### config.mk
export PLATFORM = sky130hd
export DESIGN_NAME = fpga_qla_top
export DESIGN_NICKNAME = d
export VERILOG_FILES = /design/src/qla_axis_pkg.sv /design/src/qla_reg_pkg.sv /design/src/reg_bus_if.sv /design/src/fpga_qla_top.sv /design/src/safety_check.sv /design/src/dac_cmd_regs.sv /design/src/board_regs.sv
export VERILOG_INCLUDE_DIRS = /design/src /design/src/src
export SDC_FILE = /design/constraint.sdc
export NUM_CORES = 1
export LEC_CHECK = 0
export BUFFER_PORTS_ARGS = -buffer_cell sky130_fd_sc_hd__buf_2
export CAP_MARGIN = 20
export CORE_UTILIZATION = 40
export CTS_BUF_LIST = sky130_fd_sc_hd__clkbuf_16
export DETAILED_ROUTE_END_ITERATION = 10
export SLEW_MARGIN = 10
export SYNTH_ARGS = -nofsm -noshare
export SYNTH_HDL_FRONTEND = slang
export SYNTH_SLANG_ARGS = --single-unit
export TNS_END_PERCENT = 30
### constraint.sdc
create_clock -name sysclk -period 6.3 [get_ports sysclk]
set_input_delay 0.63 -clock sysclk [delete_from_list [all_inputs] [get_ports sysclk]]
set_output_delay 0.63 -clock sysclk [all_outputs]
set_load 0.005 [all_outputs]
### src/qla_params.svh
// --------------------------------------------------
// motor-axis core constants: axis count, current
// scaling and safety trip thresholds
// --------------------------------------------------
`ifndef QLA_PARAMS_SVH
`define QLA_PARAMS_SVH

// number of motor axes on the board
`define QLA_NUM_AXES          4

// offset-binary zero current
`define QLA_CUR_MIDSCALE      16'h8000

// excess over twice the command before a cycle counts
`define QLA_SAFETY_MARGIN     16'h0100

// consecutive over-limit cycles that latch a trip
`define QLA_SAFETY_TRIP_COUNT 8

// rotary switch width
`define QLA_BOARD_ID_W        4

`endif
### src/qla_axis_pkg.sv
// --------------------------------------------------
// per-axis types: current words, axis masks, safety
// --------------------------------------------------
`include "qla_params.svh"

package qla_axis_pkg;

    typedef logic [15:0] current_t;                   // offset binary
    typedef logic [`QLA_NUM_AXES-1:0] axis_mask_t;    // bit 0 is axis 1

    // per-axis overcurrent state
    typedef enum logic [1:0] {
        SAFE_ARMED    = 2'd0,
        SAFE_COUNTING = 2'd1,
        SAFE_TRIPPED  = 2'd2
    } safe_state_e;

endpackage

### src/qla_reg_pkg.sv
// --------------------------------------------------
// register map types: address spaces, offsets and
// the host bus word types
// --------------------------------------------------
package qla_reg_pkg;

    typedef logic [15:0] reg_addr_t;    // one-word register address
    typedef logic [31:0] reg_data_t;    // one-word register data

    // address bits 15:12
    typedef enum logic [3:0] {
        SPACE_MAIN     = 4'h0,          // board + axis registers
        SPACE_HUB      = 4'h1,          // unmapped, reads zero
        SPACE_PROM     = 4'h2,          // unmapped, reads zero
        SPACE_PROM_QLA = 4'h3,          // unmapped, reads zero
        SPACE_DS       = 4'h4           // unmapped, reads zero
    } addr_space_e;

    // address bits 3:0, within a channel (bits 7:4)
    typedef enum logic [3:0] {
        OFF_STATUS    = 4'h0,           // channel 0 only
        OFF_ADC_DATA  = 4'h1,           // channels 1..4
        OFF_DAC_CTRL  = 4'h2,           // channels 1..4
        OFF_DOUT_CTRL = 4'h6            // channel 0
    } reg_offset_e;

endpackage

### src/reg_bus_if.sv
// --------------------------------------------------
// host register bus: write port plus read address
// --------------------------------------------------
`timescale 1ns/1ps

interface reg_bus_if;

    qla_reg_pkg::reg_addr_t waddr;    // write address
    qla_reg_pkg::reg_data_t wdata;    // write data
    logic                   wen;      // one write per edge while high
    qla_reg_pkg::reg_addr_t raddr;    // read address, data comes back per block

    // host side drives everything
    modport host (
        output waddr, wdata, wen, raddr
    );

    // register blocks decode their own channel/offset
    modport responder (
        input waddr, wdata, wen, raddr
    );

endinterface

### src/fpga_qla_top.sv
// --------------------------------------------------
// motor-axis core top: host register bus, board and
// axis registers, safety check, registered read mux
// --------------------------------------------------
`timescale 1ns/1ps
`include "qla_params.svh"

module fpga_qla_top (
    input  logic                                       sysclk,
    input  logic                                       reset,
    input  qla_reg_pkg::reg_addr_t                     reg_raddr,
    input  qla_reg_pkg::reg_addr_t                     reg_waddr,
    input  qla_reg_pkg::reg_data_t                     reg_wdata,
    input  logic                                       reg_wen,
    input  logic [`QLA_BOARD_ID_W-1:0]                 board_id,     // rotary switch
    input  logic                                       dout_bidir,   // dout config level
    input  qla_axis_pkg::current_t [`QLA_NUM_AXES-1:0] cur_fb,       // sampled adc currents
    output qla_reg_pkg::reg_data_t                     reg_rdata,
    output logic                                       pwr_enable,
    output qla_axis_pkg::axis_mask_t                   amp_enable,
    output logic [3:0]                                 dout_pins
);

    import qla_reg_pkg::*;
    import qla_axis_pkg::*;

    // --------------------------------------------------
    // local wires between blocks
    // --------------------------------------------------
    current_t [`QLA_NUM_AXES-1:0] cur_cmd;        // dac commands to safety
    axis_mask_t                   clear_disable;  // enable write re-arms axis
    axis_mask_t                   safety_disable; // tripped axes
    reg_data_t                    board_rdata;    // channel 0 read word
    reg_data_t                    dac_rdata;      // channels 1..4 read word
    addr_space_e                  rspace;

    reg_bus_if bus ();

    // host side of the bus
    assign bus.waddr = reg_waddr;
    assign bus.wdata = reg_wdata;
    assign bus.wen   = reg_wen;
    assign bus.raddr = reg_raddr;

    board_regs u_board_regs (
        .sysclk         (sysclk),
        .reset          (reset),
        .bus            (bus),
        .board_id       (board_id),
        .dout_bidir     (dout_bidir),
        .safety_disable (safety_disable),
        .rdata          (board_rdata),
        .clear_disable  (clear_disable),
        .pwr_enable     (pwr_enable),
        .amp_enable     (amp_enable),
        .dout_pins      (dout_pins)
    );

    dac_cmd_regs u_dac_cmd_regs (
        .sysclk  (sysclk),
        .reset   (reset),
        .bus     (bus),
        .cur_fb  (cur_fb),
        .rdata   (dac_rdata),
        .cur_cmd (cur_cmd)
    );

    // trips when |fb| > 2*|cmd| + margin
    safety_check u_safety_check (
        .sysclk         (sysclk),
        .reset          (reset),
        .cur_fb         (cur_fb),
        .cur_cmd        (cur_cmd),
        .clear_disable  (clear_disable),
        .safety_disable (safety_disable)
    );

    // --------------------------------------------------
    // read mux, one cycle latency
    // --------------------------------------------------
    assign rspace = addr_space_e'(reg_raddr[15:12]);

    always_ff @(posedge sysclk) begin
        if (reset) begin
            reg_rdata <= '0;
        end else begin
            case (rspace)
                SPACE_MAIN:
                    reg_rdata <= (reg_raddr[7:4] == 4'd0) ? board_rdata : dac_rdata;
                default:
                    reg_rdata <= '0;                      // blocks not on this board
            endcase
        end
    end

endmodule

### src/safety_check.sv
// --------------------------------------------------
// per-axis overcurrent check: trips when feedback
// stays above twice the command, latched until clear
// --------------------------------------------------
`timescale 1ns/1ps
`include "qla_params.svh"

module safety_check (
    input  logic                                       sysclk,
    input  logic                                       reset,
    input  qla_axis_pkg::current_t [`QLA_NUM_AXES-1:0] cur_fb,
    input  qla_axis_pkg::current_t [`QLA_NUM_AXES-1:0] cur_cmd,
    input  qla_axis_pkg::axis_mask_t                   clear_disable,
    output qla_axis_pkg::axis_mask_t                   safety_disable
);

    import qla_axis_pkg::*;

    localparam int CNT_W = $clog2(`QLA_SAFETY_TRIP_COUNT) + 1;

    for (genvar i = 0; i < `QLA_NUM_AXES; i++) begin : g_axis
        logic [15:0]      fb_mag;     // distance from midscale
        logic [15:0]      cmd_mag;
        logic [17:0]      limit;      // 2*cmd + margin, no overflow
        logic             over;
        logic [CNT_W-1:0] cnt;        // consecutive over-limit edges
        safe_state_e      state;

        assign fb_mag  = (cur_fb[i] >= `QLA_CUR_MIDSCALE) ? cur_fb[i] - `QLA_CUR_MIDSCALE
                                                          : `QLA_CUR_MIDSCALE - cur_fb[i];
        assign cmd_mag = (cur_cmd[i] >= `QLA_CUR_MIDSCALE) ? cur_cmd[i] - `QLA_CUR_MIDSCALE
                                                           : `QLA_CUR_MIDSCALE - cur_cmd[i];
        assign limit   = {1'b0, cmd_mag, 1'b0} + 18'(`QLA_SAFETY_MARGIN);
        assign over    = {2'b00, fb_mag} > limit;

        always_ff @(posedge sysclk) begin
            if (reset) begin
                state <= SAFE_ARMED;
                cnt   <= '0;
            end else begin
                case (state)
                    SAFE_ARMED: begin
                        if (over) begin
                            state <= SAFE_COUNTING;
                            cnt   <= CNT_W'(1);       // first over-limit edge
                        end
                    end
                    SAFE_COUNTING: begin
                        if (!over) begin
                            state <= SAFE_ARMED;      // glitch, start over
                            cnt   <= '0;
                        end else if (cnt == CNT_W'(`QLA_SAFETY_TRIP_COUNT - 1)) begin
                            state <= SAFE_TRIPPED;
                        end else begin
                            cnt <= cnt + 1'b1;
                        end
                    end
                    SAFE_TRIPPED: begin
                        // only a host enable write gets out of here
                        if (clear_disable[i]) begin
                            state <= SAFE_ARMED;
                            cnt   <= '0;
                        end
                    end
                    default: begin
                        state <= SAFE_ARMED;
                        cnt   <= '0;
                    end
                endcase
            end
        end

        assign safety_disable[i] = (state == SAFE_TRIPPED);
    end

endmodule

### src/dac_cmd_regs.sv
// --------------------------------------------------
// per-axis current command registers, with command
// and feedback current readback
// --------------------------------------------------
`timescale 1ns/1ps
`include "qla_params.svh"

module dac_cmd_regs (
    input  logic                                       sysclk,
    input  logic                                       reset,
    reg_bus_if.responder                               bus,
    input  qla_axis_pkg::current_t [`QLA_NUM_AXES-1:0] cur_fb,   // sampled feedback
    output qla_reg_pkg::reg_data_t                     rdata,
    output qla_axis_pkg::current_t [`QLA_NUM_AXES-1:0] cur_cmd   // index 0 is axis 1
);

    import qla_reg_pkg::*;

    logic wr_dac;    // dac write in main space, any channel

    assign wr_dac = bus.wen && (bus.waddr[15:12] == SPACE_MAIN)
                  && (bus.waddr[3:0] == OFF_DAC_CTRL);

    // channel k loads axis k
    always_ff @(posedge sysclk) begin
        if (reset) begin
            cur_cmd <= '0;
        end else begin
            for (int i = 0; i < `QLA_NUM_AXES; i++) begin
                if (wr_dac && (bus.waddr[7:4] == 4'(i + 1)))
                    cur_cmd[i] <= bus.wdata[15:0];
            end
        end
    end

    // --------------------------------------------------
    // readback, zero for channels without an axis
    // --------------------------------------------------
    always_comb begin
        rdata = '0;
        for (int i = 0; i < `QLA_NUM_AXES; i++) begin
            if (bus.raddr[7:4] == 4'(i + 1)) begin
                case (bus.raddr[3:0])
                    OFF_DAC_CTRL: rdata = {16'h0000, cur_cmd[i]};
                    OFF_ADC_DATA: rdata = {16'h0000, cur_fb[i]};
                    default:      rdata = '0;
                endcase
            end
        end
    end

endmodule

### src/board_regs.sv
// --------------------------------------------------
// channel 0 board registers: power, amp enables,
// digital outputs and safety status
// --------------------------------------------------
`timescale 1ns/1ps
`include "qla_params.svh"

module board_regs (
    input  logic                         sysclk,
    input  logic                         reset,
    reg_bus_if.responder                 bus,
    input  logic [`QLA_BOARD_ID_W-1:0]   board_id,
    input  logic                         dout_bidir,       // invert dout when set
    input  qla_axis_pkg::axis_mask_t     safety_disable,
    output qla_reg_pkg::reg_data_t       rdata,
    output qla_axis_pkg::axis_mask_t     clear_disable,    // 1-cycle pulse per axis
    output logic                         pwr_enable,
    output qla_axis_pkg::axis_mask_t     amp_enable,
    output logic [3:0]                   dout_pins
);

    import qla_reg_pkg::*;
    import qla_axis_pkg::*;

    axis_mask_t  amp_req;          // host enable request
    logic [3:0]  dout;             // dout register, before inversion
    logic        wr_chan0;         // write hits main space, channel 0
    logic        wr_status;
    logic        wr_dout;
    reg_data_t   status_word;

    // --------------------------------------------------
    // write decode
    // --------------------------------------------------
    assign wr_chan0  = bus.wen && (bus.waddr[15:12] == SPACE_MAIN)
                     && (bus.waddr[7:4] == 4'd0);
    assign wr_status = wr_chan0 && (bus.waddr[3:0] == OFF_STATUS);
    assign wr_dout   = wr_chan0 && (bus.waddr[3:0] == OFF_DOUT_CTRL);

    always_ff @(posedge sysclk) begin
        if (reset) begin
            pwr_enable    <= 1'b0;
            amp_req       <= '0;
            dout          <= 4'h0;
            clear_disable <= '0;
        end else begin
            clear_disable <= '0;                          // default, no clear
            if (wr_status) begin
                pwr_enable <= bus.wdata[19];
                amp_req    <= bus.wdata[`QLA_NUM_AXES-1:0];
                // enabling an axis re-arms its safety latch
                if (bus.wdata[19])
                    clear_disable <= '1;                  // power on clears all
                else
                    clear_disable <= bus.wdata[`QLA_NUM_AXES-1:0];
            end
            if (wr_dout)
                dout <= bus.wdata[3:0];
        end
    end

    // --------------------------------------------------
    // outputs
    // --------------------------------------------------
    // request gated by power and by tripped axes
    assign amp_enable = amp_req & {`QLA_NUM_AXES{pwr_enable}} & ~safety_disable;

    // bidir config inverts every pin
    assign dout_pins = dout ^ {4{dout_bidir}};

    // status layout
    assign status_word = {4'h0,              // 31:28
                          board_id,          // 27:24
                          4'h0,              // 23:20
                          pwr_enable,        // 19
                          dout_bidir,        // 18
                          6'h00,             // 17:12
                          safety_disable,    // 11:8
                          4'h0,              // 7:4
                          amp_req};          // 3:0

    // read word, top already picked channel 0
    always_comb begin
        case (bus.raddr[3:0])
            OFF_STATUS:    rdata = status_word;
            OFF_DOUT_CTRL: rdata = {28'h0, dout};
            default:       rdata = '0;
        endcase
    end

endmodule

==> run metrics <==
number of synthesized register bits 123; pwr/cell area 178 mW/mm²; vias 10,200; Std-Cell Core Area 0.0260 mm²; clock-pin slew on the worst setup and hold paths 0.06 ns; GRT Resource Usage Total 24.4%; combinational family with the most area after synthesis simple AND/OR/NAND/NOR gates; worst min path class in -> reg; CTS tree done; max capacitance violation total 0; Die Width 164 µm; vias per cell 5.71; maximum buffer depth of the clock tree 2; die outline area 0.0270 mm²; switching share of total power 25.9%; number of instances in the synthesized netlist 1,352; Max-Slew Margin vs Limit 27.2%; worst-skew pair later-pin latency 0.43 ns; Setup Fix Bufs, Post-CTS 0; pin count of the biggest net entering global routing 65; number of iterations in the first detailed-routing pass 5; first-pass GRT wire length 50.4 mm; leading cell types by total area after synthesis dfxtp_1, ha_1, mux2i_1, nor2_1, xor2_1; antenna violations before repair 2; multiplexer fraction of the synthesized cell area 8.18%; sw power 554 µW; simple logic cell fraction of the synthesized area 23.5%; sinks on the clock net 123; share of flip-flops with an asynchronous set or reset 0%; standard-cell row count 59; unrepaired setup endpoints after global routing no; Synth area leader dfxtp_1; share of the synthesized area in the top cell type 23.4%; total wire length 32.8 mm; routed length per instance 18.4 µm; setup_tns 0 ns; mean post-synth cell area 7.80 µm²; CTS hold repair buffers 0; Post-Synthesis Cell Area 0.0105 mm²; Final Setup Violations 0; data arrival time of the critical path 5.33 ns; vias in the first global route 9,126; Filler Cell Count 2,593; most frequently used flop master after synthesis dfxtp_1; Chip Height 164 µm; worst clock skew 0.00789 ns; sequential fraction of the synthesis area 23.4%; DRC Markers 0; parity-gate share of the synthesized area counting xor and xnor cells 11.0%; Clk network pwr share 50.0%; sort of element at the start of the critical path register; relative contribution of sequential cells to total power 36.4%; number of placed I/O pins 177; critical path peak fanout 8; IR drop worst, VDD 0.000189 V; number of nets at the end of the flow 1,649; most used standard cells in the synthesized netlist nor2_1, dfxtp_1, a21oi_1; Int Power 1580 µW; overall overflow remaining after global route 0; clock buffer count from CTS 17; Warnings, synthesis 0; CTS Root Buffer Type clkbuf_16; shortest period the worst path allows 5.05 ns; Data required, critical path 6.58 ns; antenna violation net count after detailed routing 0; total power draw 2140 µW; number of buffers inserted by port buffering 143; P&R area growth vs syn 13.9%; period utilisation layout 80.1%; Post-synth EDFFs 0; final hold viol count 0; First DRT Iteration DRCs 906; minimum hold slack 0.404 ns; Pins Over Slew Limit 0; initial core utilization 40.6%; area share of fa/ha/maj cells after synthesis 9.02%; dpl hpwl 25.4 mm; most used standard cell by instance count after synthesis nor2_1; Leak Pwr 0.00502 µW; capturing element type of the critical path register; H-Tree Level Count 4; count of different cell masters after synthesis 76; fraction of final layout cells with drive strength greater than 1 13.9%; complex-gate fraction of the synthesized area 19.6%; last weighted congestion value of the routability-driven placer 0.915; relative contribution of combinational cells to total power 13.5%; critical path class reg -> reg; peak clock frequency supported by timing 198 MHz; outcome finished clean; post-cts sizing count 0; Worst Max-Slew Pin Slew 1.09 ns
==> power by group through the flow <==
stage                     combinational (µW)  clock (µW)  sequential, µW
after floorplan                          170           0             795
after global placement                   281           0             795
after detailed placement                 286           0             795
after CTS                                288        1070             779
after global routing                     325        1120             778
final                                    289        1070             779
==> worst max-delay path, stage by stage (launching register included) <==
cell and delay, ns:
dfxtp_1 0.39, or4_1 0.59, nor2_1 0.37, a21oi_1 0.14, xor2_1 0.18, ha_1 0.22
nand2_1 0.07, mux2i_1 0.17, nand2b_1 0.11, nor3_1 0.19, xnor2_1 0.11, ha_1 0.29
nand2_1 0.06, or4_1 0.54, a31oi_1 0.19, a2111oi_0 0.13, a211oi_4 0.51, mux2_2 0.39
nor2_1 0.16, o32ai_1 0.10
==> path summary, 6_finish.rpt <==
| check | from | endpoint | slack [ns] | cells past startpoint |
|---|---|---|---|---|
| max | u_dac_cmd_regs.cur_cmd[50] | u_safety_check.g_axis[3].cnt[1] | 1.25 | 19 |
| min | board_id[1] | reg_rdata[25] | 0.40 | 2 |
| min reg2reg | u_safety_check.g_axis[2].cnt[1] | u_safety_check.g_axis[2].cnt[1] | 0.50 | 1 |
| max reg2reg | u_dac_cmd_regs.cur_cmd[50] | u_safety_check.g_axis[3].cnt[1] | 1.25 | 19 |
==> cells in the final DEF, fill, tap and decap left out, types with 4 or more instances in the layout <==
cell / count
a21oi_1: 93
ha_1: 76
nand3_1: 29
or3_1: 13
a31oi_1: 18
nand4_1: 7
and2_1: 18
xnor2_1: 63
nand2_1: 63
bufinv_16: 5
nor4b_1: 8
a21o_1: 8
buf_2: 143
conb_1: 10
nand2b_1: 15
o32ai_1: 4
clkbuf_16: 17
a221oi_1: 20
o22ai_1: 23
nor4_1: 15
a22oi_1: 36
nor2b_1: 13
or4_1: 6
a211oi_1: 8
o21a_1: 7
mux2i_1: 85
o21bai_1: 6
inv_1: 46
nor3b_1: 8
a41oi_1: 9
dfxtp_1: 123
and3_1: 13
xor2_1: 68
a221o_1: 17
nor2_1: 214
o21ai_0: 21
nor3_1: 45
==> sequential cells by signal (all words and copies together) (netlist names) <==
register / cells
u_safety_check.g_axis.state: 8
u_dac_cmd_regs.cur_cmd: 64
u_board_regs.clear_disable: 4
u_board_regs.amp_req: 4
reg_rdata: 22
u_safety_check.g_axis.cnt: 16
u_board_regs.dout: 4
u_board_regs.pwr_enable: 1
==> cell type report <==
type                       instances  area, µm²  area share (%)
tap                              335        419            3.49
timing repair buffer             147        753            6.27
clock buffer                      17        425            3.54
antenna                            2       5.00          0.0417
sequential                       123       2460            20.5
multi-input combinational       1103       7570            63.1
clock inverter                    15        204            1.70
inverter                          45        169            1.41
==> metrics by stage <==
step | worst slack, ns | utilization (%) | area (µm²) | instances
floorplan | 1.99 | - | 10600 | 1361
global placement | 1.35 | 43.7 | 11400 | 1752
detailed placement | 1.34 | 43.7 | 11400 | 1752
CTS | 1.30 | 46.1 | 12000 | 1784
global route | 0.873 | 46.2 | 12000 | 1785
finish | 1.25 | 46.2 | 12000 | 1787
==> cells by family after synthesis <==
kind of cell	Yosys count
other cells	1
simple gates	497
mux	86
flops	123
buf+inv	135
xor+xnor	132
fa+ha+maj	76
compound gates	302
==> per-layer routing <==
metal  up-vias  part of all wire [%]  track usage [%]
met2       319                    45             38.6
met3        30                   7.3             4.52
met5         -                     0                0
met1      4813                    46             33.7
li1       5044                     -                -
met4         0                   1.7             6.48
(Power assumes the default switching activity.)
